[config.mk]
export PLATFORM = sky130hd
export DESIGN_NAME = mem_arbiter
export DESIGN_NICKNAME = d
export VERILOG_FILES = /design/src/verilog/bus_pkg.sv /design/src/verilog/mem_arbiter.sv
export SDC_FILE = /design/constraint.sdc
export NUM_CORES = 1
export LEC_CHECK = 0
export ABC_AREA = 1
export ABC_CLOCK_PERIOD_IN_PS = 3880
export BUFFER_PORTS_ARGS = -buffer_cell sky130_fd_sc_hd__buf_2
export CELL_PAD_IN_SITES_DETAIL_PLACEMENT = 1
export CELL_PAD_IN_SITES_GLOBAL_PLACEMENT = 1
export CORE_MARGIN = 8
export CORE_UTILIZATION = 43
export DETAILED_ROUTE_END_ITERATION = 8
export PLACE_DENSITY = 0.9
export SLEW_MARGIN = 5
export SYNTH_ARGS = -nofsm -noshare
export SYNTH_HDL_FRONTEND = slang
export SYNTH_SLANG_ARGS = --single-unit
[constraint.sdc]
create_clock -name clk -period 3.88 [get_ports clk]
set_input_delay 0.776 -clock clk [delete_from_list [all_inputs] [get_ports clk]]
set_output_delay 0.776 -clock clk [all_outputs]
set_load 0.005 [all_outputs]
[src/verilog/bus_pkg.sv]
`default_nettype none

package bus_pkg;

    // shared word memory geometry
    localparam int MEM_WORDS = 1024;
    localparam int ADDR_W    = $clog2(MEM_WORDS);
    localparam int DATA_W    = 32;

    typedef logic [ADDR_W-1:0] addr_t;
    typedef logic [DATA_W-1:0] data_t;

    // requester tag, one bit per port
    typedef logic [0:0] port_t;
    localparam port_t PORT_HOST = 1'b0;
    localparam port_t PORT_DMA  = 1'b1;
    localparam int    NUM_PORTS = 2;

    // credit depths
    localparam int PORT_CREDITS    = 2;
    localparam int MEM_QUEUE_DEPTH = 4;
    localparam int PORT_PTR_W      = $clog2(PORT_CREDITS);
    localparam int MEM_PTR_W       = $clog2(MEM_QUEUE_DEPTH);

    // counters that reach the full depth need one extra bit
    typedef logic [$clog2(PORT_CREDITS+1)-1:0]    port_cred_t;
    typedef logic [$clog2(MEM_QUEUE_DEPTH+1)-1:0] mem_cred_t;

    // requester side, 44 bits
    typedef struct packed {
        logic  valid;
        logic  write;
        addr_t addr;
        data_t data;
    } mem_req_t;

    // arbiter to memory, carries the port tag, 45 bits
    typedef struct packed {
        logic  valid;
        logic  write;
        port_t port;
        addr_t addr;
        data_t data;
    } mem_tagged_req_t;

    // data is don't care on a write ack, 35 bits
    typedef struct packed {
        logic  valid;
        logic  write;
        port_t port;
        data_t data;
    } mem_rsp_t;

endpackage

`default_nettype wire

[src/verilog/mem_arbiter.sv]
`timescale 1ns/1ps
`default_nettype none

module mem_arbiter (
    input  logic                     clk,
    input  logic                     rst,
    input  bus_pkg::mem_req_t        host_req_i,
    output logic                     host_credit_o,
    output bus_pkg::mem_rsp_t        host_rsp_o,
    input  bus_pkg::mem_req_t        dma_req_i,
    output logic                     dma_credit_o,
    output bus_pkg::mem_rsp_t        dma_rsp_o,
    output bus_pkg::mem_tagged_req_t mem_req_o,
    input  logic                     mem_credit_i,
    input  bus_pkg::mem_rsp_t        mem_rsp_i
);
    import bus_pkg::*;

    mem_req_t   req_in [NUM_PORTS];
    mem_req_t   slot_q [NUM_PORTS][PORT_CREDITS];
    logic [PORT_PTR_W-1:0] wr_ptr [NUM_PORTS];
    logic [PORT_PTR_W-1:0] rd_ptr [NUM_PORTS];
    port_cred_t slot_cnt [NUM_PORTS];
    logic [NUM_PORTS-1:0] has_req;
    logic [NUM_PORTS-1:0] pop;
    mem_req_t   head;
    mem_cred_t  mem_cred;
    port_t      rr_ptr;
    port_t      sel;
    logic       fwd;

    assign req_in[PORT_HOST] = host_req_i;
    assign req_in[PORT_DMA]  = dma_req_i;

    always_comb begin
        for (int p = 0; p < NUM_PORTS; p++) begin
            has_req[p] = (slot_cnt[p] != '0);
        end
        // round robin only when both wait
        if (has_req[PORT_HOST] && has_req[PORT_DMA]) begin
            sel = rr_ptr;
        end else if (has_req[PORT_DMA]) begin
            sel = PORT_DMA;
        end else begin
            sel = PORT_HOST;
        end
        fwd = (has_req != '0) && (mem_cred != '0);
        for (int p = 0; p < NUM_PORTS; p++) begin
            pop[p] = fwd && (sel == port_t'(p));
        end
        head = slot_q[sel][rd_ptr[sel]];
    end

    // forwarded request is tagged with its port
    always_comb begin
        mem_req_o.valid = fwd;
        mem_req_o.write = head.write;
        mem_req_o.port  = sel;
        mem_req_o.addr  = head.addr;
        mem_req_o.data  = head.data;
    end

    // credit goes back as the slot drains
    assign host_credit_o = pop[PORT_HOST];
    assign dma_credit_o  = pop[PORT_DMA];

    // response steering by tag
    always_comb begin
        host_rsp_o       = mem_rsp_i;
        host_rsp_o.valid = mem_rsp_i.valid && (mem_rsp_i.port == PORT_HOST);
        dma_rsp_o        = mem_rsp_i;
        dma_rsp_o.valid  = mem_rsp_i.valid && (mem_rsp_i.port == PORT_DMA);
    end

    always_ff @(posedge clk or posedge rst) begin
        if (rst) begin
            for (int p = 0; p < NUM_PORTS; p++) begin
                wr_ptr[p]   <= '0;
                rd_ptr[p]   <= '0;
                slot_cnt[p] <= '0;
            end
            mem_cred <= mem_cred_t'(MEM_QUEUE_DEPTH);
            rr_ptr   <= PORT_HOST;
        end else begin
            for (int p = 0; p < NUM_PORTS; p++) begin
                if (req_in[p].valid) begin
                    wr_ptr[p] <= wr_ptr[p] + 1'b1;
                end
                if (pop[p]) begin
                    rd_ptr[p] <= rd_ptr[p] + 1'b1;
                end
                slot_cnt[p] <= slot_cnt[p] + port_cred_t'(req_in[p].valid)
                               - port_cred_t'(pop[p]);
            end
            mem_cred <= mem_cred - mem_cred_t'(fwd) + mem_cred_t'(mem_credit_i);
            if (fwd) begin
                rr_ptr <= ~sel;
            end
        end
    end

    // slot storage
    always_ff @(posedge clk) begin
        for (int p = 0; p < NUM_PORTS; p++) begin
            if (req_in[p].valid) begin
                slot_q[p][wr_ptr[p]] <= req_in[p];
            end
        end
    end

    // requester sent without credit
    for (genvar p = 0; p < NUM_PORTS; p++) begin : g_slot_chk
        a_slot_credit: assert property (@(posedge clk) disable iff (rst)
            !(req_in[p].valid && slot_cnt[p] == port_cred_t'(PORT_CREDITS)))
            else $error("port %0d request into a full slot buffer", p);
    end

endmodule

`default_nettype wire

; Word level (Yosys, flattened, before mapping)
; Memories as Yosys holds them, arrays and structs flattened.
; Index checks and enable logic that the tools add are counted.
[word_totals]
register_bits = 12
ramBits = 176
inputBits = 126
wordCells = 59
memories = 1
[mem_list]
columns = name, words, width, rd, rd_ports_with_merged_regs, wr, line
row1 = slot_q, 2, 88, 1, 0, 2, mem_arbiter.sv:20  ; mem_req_t slot_q [NUM_PORTS][PORT_CREDITS];
[classes]
add_sub_neg = 10
n_lt_le_gt_ge = 6
muxes = 16
n_bitwise = 6
reduce_logical = 12
[ops]
columns = op, n
row1 = 88-bit 2-to-1 mux, 2
row2 = 43-bit 2-to-1 mux, 3
row3 = 44-bit demux with 1-bit select, 2
row4 = 44-bit 2-to-1 mux, 2
row5 = "2-bit greater-or-equal comparator, second input constant", 4
row6 = 1-bit logical AND, 8
row7 = 1-bit inverter with 2-bit output, 4
row8 = 1-bit 2-to-1 mux, 7
row9 = 2-bit nonzero test, 3
row10 = "1-bit adder, second input constant", 4
row11 = 2-bit by 1-bit adder with 2-bit output, 2
row12 = "2-bit by 1-bit less-than comparator with 1-bit output, second input constant", 2
row13 = 2-bit by 1-bit subtractor with 2-bit output, 2
row14 = 3-bit by 1-bit adder with 3-bit output, 1
row15 = 3-bit nonzero test, 1
row16 = 3-bit by 1-bit subtractor with 3-bit output, 1
row17 = 1-bit inverter, 2

; Depth between registers and ports, before layout
; Gate-level depths: netlist (run 1).
[logic_depth]
word_depth = 11
ltp_mapped = 10
ltp_nobuf = 10

; Least setup slack after synthesis (run 1)
; No wires, ideal clock.
[synth_path]
kind = input to register
startpoint = input port host_req_i[43] in the netlist's numbering
endpoint = memory slot_q[0][44] in the netlist's numbering, enable pin
setup_ns = 0.444
arrival_time_ns = 2.624
setup_slack_ns = 0.812
path_stages = 2
path_buffers = 0
path_cell_list = inv_1 > nor2_1
[synth_lines]
columns = item, line
row1 = start: declaration, mem_arbiter.sv:7  ; input bus_pkg::mem_req_t host_req_i,
row2 = end: declaration, mem_arbiter.sv:20

==> results of run 1 <==
[worst max-delay path by stage]
stage	start	endpoint	slack, ns	depth (start not counted)
finish	slot_cnt[1]$_DFF_PP0_	mem_req_o[43]	0.54	9
global route	slot_cnt[0]$_DFF_PP0_	mem_req_o[43]	0.34	9
CTS	slot_cnt[1]$_DFF_PP0_	mem_req_o[32]	0.51	9
detailed placement	slot_cnt[1]$_DFF_PP0_	mem_req_o[32]	0.95	9
global placement	slot_cnt[1]$_DFF_PP0_	mem_req_o[43]	1.02	9
floorplan	host_req_i[43]	slot_q[0][44]$_DFFE_PP_	0.81	2
[power by group]
group | leakage (nW) | switching, mW | internal [mW]
clock network | 0.292 | 0.726 | 1.02
logic | 2.04 | 2.49 | 1.27
registers | 1.75 | 0.147 | 2.67
[cell families after synthesis]
group	after synthesis	synth area share
AO/OA/AOI/OAI	2	0.00263
XOR/XNOR	9	0.00974
adder cells (fa/ha/maj)	7	0.0118
buffers and inverters	128	0.0951
flip-flops	184	0.676
AND/OR/NAND/NOR	411	0.205
[cell usage after synthesis]
library cell	number	area (um^2)
inv_2	1	3.75
xor2_1	4	35.0
buf_4	71	533
xnor2_1	5	43.8
nand2_1	314	1180
nand3_1	90	450
dfstp_2	1	26.3
buf_2	18	90.1
o21ai_0	1	5.00
clkbuf_1	15	56.3
buf_1	1	3.75
edfxtp_1	172	5160
fa_1	1	20.0
o21ai_4	1	16.3
dfrtp_1	11	275
nor2_1	6	22.5
ha_1	6	75.1
nand2_2	1	6.26
inv_1	22	82.6
[routing by layer]
metal | global-route usage | up-vias | routed length, um
met5 | 0 | - | 44
met4 | 0.0858 | 8 | 700
met3 | 0.0474 | 76 | 1280
met2 | 0.329 | 164 | 10900
met1 | 0.186 | 2607 | 7810
li1 | - | 2528 | -
[area by class of cell]
cell class	count	area, um^2
flip-flops and latches	184	5470
well taps	234	293
repair buffers	155	831
inverters	23	87.6
multi-input cells	429	1880
clock buffers	18	429
fillers	2050	9430
clock inverters	14	170
[registers in the layout (all words and copies together) (netlist names)]
signal	cells
wr_ptr	2
rr_ptr	1
mem_cred	3
slot_q	172
slot_cnt	4
rd_ptr	2
[per-stage QoR]
| stage | cell area, um^2 | util | std cells |
|---|---|---|---|
| detailed placement | 8560 | 0.460 | 1025 |
| global route | 9160 | 0.493 | 1057 |
| CTS | 9160 | 0.493 | 1057 |
| floorplan | 8090 | - | 741 |
| global placement | 8560 | 0.460 | 1025 |
| finish | 9160 | 0.493 | 1057 |
==> results by group, run 1 <==
Run status
  – Status: completed

Global routing
  – Largest net degree at the start of global routing: 56
  – Vias in the first global route: between 5k and 6k
  – Global-route wire length before repair: ~32 mm
  – Initial antenna violation count: 4
  – Total GRT Usage: 0.179
  – Overflow after GRT: 0

Layout
  – Share of post-route cells with drive strength above 1: 0.236
  – Post-layout net count: around 940
  – Commonest non-fill, non-tap cells in the layout: nand2_1, edfxtp_1, buf_2, nand3_1, inv_1
  – Commonest non-fill, non-tap cell in the layout: nand2_1
  – Ant. Diodes: 0
  – Area growth syn-to-layout: 13.2%

Logic synthesis
  – Cell area after synthesis: between 0.008 and 0.009 mm^2
  – Gate Count Post-Synth: around 740
  – Seq/Total Area, Yosys: 0.676
  – Synthesis warning total: 0
  – Synth Area per Inst: roughly 11 um^2
  – Number of distinct library cells after synthesis: 19
  – Net count after synthesis: around 870
  – FF+latch count, synth: 184

Placement
  – PortBufs: about 140
  – Placement Setup Slack: between 0.9 and 1 ns
  – Routability Congestion: ~0.73
  – DP Wirelength: between 10 and 15 mm

STA
  – Max Freq: ~0.30 GHz
  – Final hold vios: 0
  – Setup ws final: about 0.54 ns
  – Clock Skew: between 0.01 and 0.015 ns
  – Worst-Margin Slew: around 1.1 ns
  – Slew headroom: 0.260
  – RSZ-0062 raised after global routing: false
  – Final period utilization: 0.860
  – Setup_tns: 0 ns
  – Pins Over Slew Limit: 0
  – Fin crit period: roughly 3.3 ns
  – Worst Hold Slack: approximately 0.37 ns
  – Final Setup Violations: 0

Drt
  – Routed wire length: just over 20 mm
  – Iter 0 DRT Violations: 200
  – Vias: about 5.4k
  – Post-DRT Antenna Nets: 0
  – Wirelength per Cell: approximately 20 um
  – Residual DRC count: 0
  – TritonRoute pass-1 iters: 5
  – DR vias/cell: ~5.1

Clocking
  – Sink Count: around 180
  – CTS Hold Bufs: 0
  – Clock Latency Late Sink: around 0.42 ns
  – Post-CTS setup buffers: 0
  – H-tree levels: 4
  – Clock buffer count from CTS: 17
  – CTS clk-pin slew, worst paths: about 0.07 ns
  – CTS resizes: 0
  – CTS tree: built
  – Clock Tree Root: clkbuf_16
  – Clock buffer depth: 2

Critical path
  – Critical Path RT: slightly above 3 ns
  – R2R depth: 10
  – CP Capture Type: output port
  – Slowest CP cell: buf_4
  – Worst Path Max Fanout: 55
  – CP startpoint kind: flop
  – Worst R2R Setup Slack: roughly 1.3 ns
  – Crit-path max cell delay: approximately 0.56 ns
  – Worst path bufs/invs: 3
  – Worst Path Arrival: roughly 2.6 ns
  – Top delay family on crit path: simple AND/OR/NAND/NOR gates
  – CP Class: flop to output port
  – Cell mode on critical path: nand2_1
  – RR Startpoint: slot_cnt[1]$_DFF_PP0_
  – Crit path cell chain: nor2_1, clkinv_2, nand2_4, buf_4, nand2_1, nand2_1, nand2_1, nand2_1, buf_2
  – Terminus of the critical flop-to-flop path: slot_cnt[3]$_DFF_PP0_

Floorplan
  – Initial Utilization: 0.435
  – Core area: 0.0186 mm^2
  – Die Width: around 150 um
  – IO Pins: 243
  – Row cnt: 50
  – Die area: between 0.02 and 0.025 mm^2
  – Die H: between 150 and 200 um

Min path
  – HP Class: input port to async pin

Power and ir drop
  – P_leak: a little over 4 nW
  – Pwr/cell area: around 900 mW/mm^2
  – Total power: approximately 8.3 mW
  – VDD IR-drop max: around 0.00032 V

Flow run
  – Max Cap Viol: 0
Note: power is estimated with default switching activity, not from simulation.
==> run 2: changes to the inputs <==
--- a/config.mk
+++ b/config.mk
@@ -13,6 +13,7 @@
 export CORE_MARGIN = 8
 export CORE_UTILIZATION = 43
 export DETAILED_ROUTE_END_ITERATION = 8
+export GPL_TIMING_DRIVEN = 0
 export PLACE_DENSITY = 0.9
 export SLEW_MARGIN = 5
 export SYNTH_ARGS = -nofsm -noshare
==> run 2 against run 1 <==
Effect of this change: critical path depth is the same; design area is 10% higher; largest cell class unchanged; largest power group unchanged; sequential cell count unchanged; fmax increased by 2.5%; global-route usage is 3.4 points higher; die area unchanged; non-clock buffer count increased by 164; sequential power is essentially flat.
==> results by group, run 2 (synthesis results as in run 1) <==
Layout
  – Largest register FFs: 172 (unchanged)
  – Area growth syn-to-layout: 24.5%
  – Post-route design area: 0.0101 mm^2 (+10%)
  – Fin cells: 1,223 (+16%)
  – Fillers: 2,096 (+2.2%)
  – Register area: 0.00547 mm^2 (unchanged)
  – Multi-input combinational cell area: 0.00187 mm^2 (-0.53%)
  – Post-layout net count: 1,107 (+17%)
  – Commonest non-fill, non-tap cells in the layout: nand2_1, buf_2, edfxtp_1, nand3_1, buf_4
  – Commonest non-fill, non-tap cell in the layout: nand2_1
  – Share of post-route cells with drive strength above 1: 0.340 (+0.105)
  – Finished Core Util: 0.542 (+0.0495)

Floorplan
  – Core area: 0.0186 mm^2 (unchanged)
  – Row cnt: 50 (unchanged)
  – Initial Utilization: 0.435 (unchanged)
  – Die area: 0.0235 mm^2 (unchanged)
  – Die H: 153 um (unchanged)
  – IO Pins: 243 (unchanged)
  – Die Width: 153 um (unchanged)

Clocking
  – CTS clk-pin slew, worst paths: 0.07 ns (about the same)
  – Clock Latency Late Sink: 0.42 ns (about the same)
  – CTS Hold Bufs: 0 (unchanged)
  – H-tree levels: 4 (unchanged)
  – Clock buffer depth: 2 (unchanged)
  – CTS tree: built
  – Sink Count: 184 (unchanged)
  – Clock Tree Root: clkbuf_16
  – Clock buffer count from CTS: 17 (unchanged)
  – Post-CTS setup buffers: 0 (unchanged)
  – CTS resizes: 0 (unchanged)

Drt
  – TritonRoute pass-1 iters: 5 (unchanged)
  – Wirelength per Cell: 20.5 um (+4.3%)
  – Residual DRC count: 0 (unchanged)
  – DR vias/cell: 5.03 (-1.2%)
  – Post-DRT Antenna Nets: 0 (unchanged)
  – Iter 0 DRT Violations: 357 (+79%)
  – Routed wire length: 25.0 mm (+21%)
  – Vias: 6,151 (+14%)

Critical path
  – Terminus of the critical flop-to-flop path: slot_cnt[3]$_DFF_PP0_
  – Worst R2R Setup Slack: 1.55 ns (+0.27 ns)
  – Worst Path Max Fanout: 10 (-82%)
  – RR Startpoint: slot_cnt[2]$_DFF_PP0_
  – Crit. Startpoint: slot_cnt[1]$_DFF_PP0_
  – CP startpoint kind: flop
  – CP Class: flop to output port
  – CP Capture Type: output port
  – Critical Path RT: 3.10 ns (about the same)
  – Crit path to: mem_req_o[7]
  – R2R depth: 9 (-1)
  – Worst Path Arrival: 2.48 ns (-0.08 ns)

Flow run
  – Max Cap Viol: 0 (unchanged)

Global routing
  – Global-route wire length before repair: 38.3 mm (+19%)
  – Initial antenna violation count: 5 (+1)
  – Vias in the first global route: 6,910 (+16%)
  – Total GRT Usage: 0.212 (+0.0337)
  – Overflow after GRT: 0 (unchanged)
  – Largest net degree at the start of global routing: 29 (-48%)

Power and ir drop
  – Pwr/cell area: 850 mW/mm^2 (-6.4%)
  – VDD IR-drop max: 0.000376 V (+19%)
  – P_leak: 4.70 nW (+15%)
  – Total power: 8.57 mW (+3.0%)

STA
  – Max Freq: 0.307 GHz (+2.5%)
  – Clock Skew: 0.00876 ns (-0.00153 ns)
  – Slew headroom: 0.481 (+0.221)
  – Final hold vios: 0 (unchanged)
  – Final Setup Violations: 0 (unchanged)
  – Worst-Margin Slew: 0.776 ns (-0.332 ns)
  – Pins Over Slew Limit: 0 (unchanged)
  – Worst Hold Slack: 0.359 ns (-0.0137 ns)
  – RSZ-0062 raised after global routing: false
  – Final period utilization: 0.839 (-0.0211)
  – Fin crit period: 3.26 ns (-0.0818 ns)

Placement
  – Inst Count DP: 1,189 (+16%)
  – Routability Congestion: 0.820 (+12%)
  – PortBufs: 209 (+46%)
  – DP Wirelength: 18.3 mm (+26%)
  – Dpl cell area: 0.00956 mm^2 (+12%)

Min path
  – HP Class: input port to async pin

Run status
  – Status: completed
[run 2: worst min path at each step]
stage | endpoint | depth (start not counted) | slack (ns)
detailed placement | mem_cred[2]$_DFF_PP1_ | 1 | 0.43
floorplan | mem_cred[2]$_DFF_PP1_ | 1 | 0.41
CTS | mem_cred[1]$_DFF_PP0_ | 2 | 0.37
global placement | mem_cred[2]$_DFF_PP1_ | 1 | 0.42
finish | wr_ptr[1]$_DFFE_PP0P_ | 2 | 0.36
global route | wr_ptr[0]$_DFFE_PP0P_ | 2 | 0.39
[run 2: final cells by class]
| type | count | area share |
|---|---|---|
| Clock inverter | 13 | 0.00782 |
| Clock buffer | 19 | 0.0430 |
| Tap cell | 234 | 0.0291 |
| Timing Repair Buffer | 214 | 0.115 |
| Inverter | 23 | 0.00857 |
| Multi-Input combinational cell | 429 | 0.185 |
| Sequential cell | 184 | 0.543 |
| Antenna cell | 2 | 0.000497 |
| Buffer | 105 | 0.0678 |
[run 2: critical path, stage by stage (launching register included)]
cell and delay, ns:
dfrtp_1 0.39, nor2_1 0.19, inv_2 0.17, nand2_2 0.26, nand2_1 0.08, nand2_1 0.28, buf_2 0.35, nand2_1 0.09
nand2_1 0.10, buf_2 0.12
[run 2: power by group]
part | internal [mW] | leakage [nW] | switching, mW
registers | 2.67 | 1.75 | 0.149
clock network | 0.815 | 0.246 | 0.736
logic | 1.42 | 2.70 | 2.78
[run 2: metal layers]
metal	up-vias	part of all wire	GRT usage
li1	2862	-	-
met1	2983	0.36	0.220
met2	264	0.54	0.397
met3	36	0.083	0.0657
met4	6	0.016	0.0730
met5	-	0.0016	0
[run 2: per-stage QoR]
step,setup TNS (ns),setup slack [ns]
finish,0,0.625
global route,0,0.417
CTS,0,0.534
detailed placement,0,1.01
global placement,-65.54,-0.889
floorplan,0,0.812
==> run 3: changes to the inputs <==
--- a/config.mk
+++ b/config.mk
@@ -5,16 +5,16 @@
 export SDC_FILE = /design/constraint.sdc
 export NUM_CORES = 1
 export LEC_CHECK = 0
-export ABC_AREA = 1
-export ABC_CLOCK_PERIOD_IN_PS = 3880
+export ABC_AREA = 0
+export ABC_CLOCK_PERIOD_IN_PS = 3200
 export BUFFER_PORTS_ARGS = -buffer_cell sky130_fd_sc_hd__buf_2
 export CELL_PAD_IN_SITES_DETAIL_PLACEMENT = 1
 export CELL_PAD_IN_SITES_GLOBAL_PLACEMENT = 1
 export CORE_MARGIN = 8
-export CORE_UTILIZATION = 43
+export CORE_UTILIZATION = 42
 export DETAILED_ROUTE_END_ITERATION = 8
 export GPL_TIMING_DRIVEN = 0
-export PLACE_DENSITY = 0.9
+export PLACE_DENSITY = 0.84
 export SLEW_MARGIN = 5
 export SYNTH_ARGS = -nofsm -noshare
 export SYNTH_HDL_FRONTEND = slang
==> constraint.sdc (replaced) <==
create_clock -name clk -period 3.2 [get_ports clk]
set_input_delay 0.64 -clock clk [delete_from_list [all_inputs] [get_ports clk]]
set_output_delay 0.64 -clock clk [all_outputs]
set_load 0.005 [all_outputs]
==> run 3 against run 2 <==
Effect of this change: register-to-register slack worse by 0.56 ns; critical path type unchanged; final cell count decreased by 25%; sequential power grew 22%; clock skew decreased by 0.0011 ns; combinational power down 19%; wire length down 20%; sequential share of layout area increased by 1.9 points; setup slack gained 0.085 ns; critical endpoint is now mem_req_o[25].
==> results by group, run 3 <==
STA
  – Clock Skew: 0.00765 ns (-0.00111 ns)
  – Final Setup Violations: 0 (unchanged)
  – Pins Over Slew Limit: 0 (unchanged)
  – Max Freq: between 0.4 and 0.5 GHz
  – Worst-Margin Slew: 0.781 ns (+0.00456 ns)
  – RSZ-0062 raised after global routing: false
  – Final hold vios: 0 (unchanged)
  – Fin crit period: ~2.5 ns
  – Slew headroom: 0.478 (-0.00292)
  – Final period utilization: 0.778

Logic synthesis
  – Cell taking the most area after synthesis: edfxtp_1
  – Gate Count Post-Synth: 443 (-40%)
  – Synthesis warning total: 0 (unchanged)
  – Commonest cells in the netlist: edfxtp_1, mux2i_1, buf_4, dfrtp_1, inv_1
  – Synth Flop Type: edfxtp_1
  – FF+latch count, synth: 184 (unchanged)
  – Largest cells by area after synthesis: edfxtp_1, mux2i_1, buf_4, dfrtp_1, buf_12
  – Ys async rst share: 0.0652 (unchanged)
  – Number of distinct library cells after synthesis: 25 (+6)
  – Top-count cell post-synth: edfxtp_1
  – Net count after synthesis: 576 (-34%)
  – Cell area after synthesis: 0.00777 mm^2 (-4.0%)
  – Seq/Total Area, Yosys: 0.704 (+0.0279)
  – Area share of the largest cell type after synthesis: 0.665 (+0.0263)
  – EDFF count, synth: 172 (unchanged)
  – Synth Area per Inst: 17.5 um^2 (+61%)

Clocking
  – Clock buffer depth: 2 (unchanged)
  – Clock Tree Root: clkbuf_16
  – Clock buffer count from CTS: 17 (unchanged)
  – CTS resizes: 0 (unchanged)
  – Sink Count: 184 (unchanged)
  – CTS clk-pin slew, worst paths: 0.07 ns (about the same)
  – Clock Latency Late Sink: 0.42 ns (about the same)
  – CTS Hold Bufs: 0 (unchanged)
  – H-tree levels: 4 (unchanged)
  – CTS tree: built
  – Post-CTS setup buffers: 0 (unchanged)

Layout
  – Fillers: 1,792 (-15%)
  – Largest register FFs: 172 (unchanged)
  – Area growth syn-to-layout: 25.3%
  – Commonest non-fill, non-tap cell in the layout: buf_2
  – Share of post-route cells with drive strength above 1: 0.480 (+0.140)
  – Register area: 0.00547 mm^2 (unchanged)
  – Ant. Diodes: 0 (-2)
  – Post-layout net count: 808 (-27%)
  – Finished Core Util: 0.538 (-0.00414)
  – Multi-input combinational cell area: 0.00161 mm^2 (-14%)
  – Commonest non-fill, non-tap cells in the layout: buf_2, edfxtp_1, mux2i_1, buf_4, clkbuf_16

Critical path
  – Worst Path Max Fanout: 10 (unchanged)
  – Worst R2R Setup Slack: 0.99 ns (-0.56 ns)
  – CP startpoint kind: flop
  – Terminus of the critical flop-to-flop path: mem_cred[2]$_DFF_PP1_
  – CP Capture Type: output port
  – Worst Path Arrival: 1.85 ns (-0.63 ns)
  – CP Class: flop to output port
  – Critical Path RT: 2.56 ns (-0.54 ns)
  – RR Startpoint: mem_cred[1]$_DFF_PP0_
  – Crit path to: mem_req_o[25]
  – Crit. Startpoint: slot_cnt[0]$_DFF_PP0_
  – R2R depth: 8 (-1)

Floorplan
  – Die H: 152 um (-0.75%)
  – IO Pins: 243 (unchanged)
  – Initial Utilization: 0.430 (-0.00581)
  – Core area: 0.0181 mm^2 (-2.7%)
  – Die Width: 152 um (-0.75%)
  – Die area: 0.0231 mm^2 (-1.5%)
  – Row cnt: 49 (-2.0%)

Min path
  – HP Class: input port to async pin

Drt
  – DR vias/cell: 4.93 (-2.0%)
  – Routed wire length: 19.9 mm (-20%)
  – TritonRoute pass-1 iters: 4 (-1)
  – Vias: 4,516 (-27%)
  – Post-DRT Antenna Nets: 0 (unchanged)
  – Residual DRC count: 0 (unchanged)
  – Iter 0 DRT Violations: 178 (-50%)
  – Wirelength per Cell: 21.8 um (+6.4%)

Global routing
  – Global-route wire length before repair: 30.4 mm (-21%)
  – Overflow after GRT: 0 (unchanged)
  – Initial antenna violation count: 0 (-5)
  – Vias in the first global route: 5,255 (-24%)
  – Largest net degree at the start of global routing: 25 (-14%)
  – Total GRT Usage: 0.173 (-0.0389)

Power and ir drop
  – Total power: 8.77 mW (+2.3%)
  – Pwr/cell area: 901 mW/mm^2 (+5.9%)
  – P_leak: 4.25 nW (-9.5%)
  – VDD IR-drop max: 0.000602 V (+60%)

Run status
  – Status: completed

Placement
  – DP Wirelength: 15.3 mm (-17%)
  – Routability Congestion: 0.847 (+3.3%)
  – PortBufs: 209 (unchanged)

Flow run
  – Max Cap Viol: 0 (unchanged)
==> run 3: per-stage QoR <==
stage | instance area (um^2) | worst slack, ns | hold slack [ns] | instances | TNS (ns)
global route | 9730 | 0.614 | 0.256 | 916 | 0
detailed placement | 9200 | 0.987 | 0.526 | 885 | 0
finish | 9730 | 0.710 | 0.238 | 916 | 0
floorplan | 7770 | 0.194 | 0.455 | 443 | 0
global placement | 9100 | -1.45 | 0.469 | 881 | -122.21
CTS | 9730 | 0.661 | 0.231 | 916 | 0
==> run 3: worst min path at each step <==
| stage | from | to | slack (ns) |
|---|---|---|---|
| after detailed placement | wr_ptr[0]$_DFFE_PP0P_ | wr_ptr[0]$_DFFE_PP0P_ | 0.53 |
| after global routing | rst | mem_cred[0]$_DFF_PP0_ | 0.26 |
| final | rst | mem_cred[0]$_DFF_PP0_ | 0.24 |
| after global placement | wr_ptr[0]$_DFFE_PP0P_ | wr_ptr[0]$_DFFE_PP0P_ | 0.47 |
| after floorplan | wr_ptr[0]$_DFFE_PP0P_ | wr_ptr[0]$_DFFE_PP0P_ | 0.46 |
| after CTS | rst | mem_cred[0]$_DFF_PP0_ | 0.23 |
==> run 3: where the power goes <==
group | leakage, nW | total, mW | switching, mW | internal [mW]
Combinational | 2.25 | 3.42 | 1.81 | 1.61
Clock | 0.255 | 1.93 | 0.868 | 1.06
Sequential | 1.75 | 3.42 | 0.188 | 3.23
Total | 4.25 | 8.77 | 2.86 | 5.90
==> run 3: layout make-up <==
class,count,share of cell area
Timing Repair Buffer,213,0.116
Buffer,85,0.0690
Clock inverter,13,0.0107
Tap cell,229,0.0294
Sequential cell,184,0.562
Multi-Input combinational cell,163,0.165
Clock buffer,18,0.0441
Inverter,11,0.00424
==> run 3: worst max-delay path, stage by stage (launching register included) <==
cell and delay (ns):
dfrtp_1 0.44, o22ai_2 0.20, buf_6 0.21, buf_12 0.18, mux2i_1 0.23, buf_2 0.16
==> run 3: cell families after synthesis <==
family | after synthesis | synth area share
muxes | 129 | 0.166
xor gates and xnor gates | 10 | 0.0113
DFF | 184 | 0.704
buffers and inverters | 96 | 0.0918
and+or+nand+nor | 11 | 0.00886
adders and majority gates | 7 | 0.0122
AOI/OAI and AO/OA | 6 | 0.00596
==> run 3: per-layer routing <==
metal,part of all wire,global-route usage
met1,0.36,0.175
met2,0.55,0.326
met3,0.072,0.0601
met4,0.020,0.0590
met5,0,0
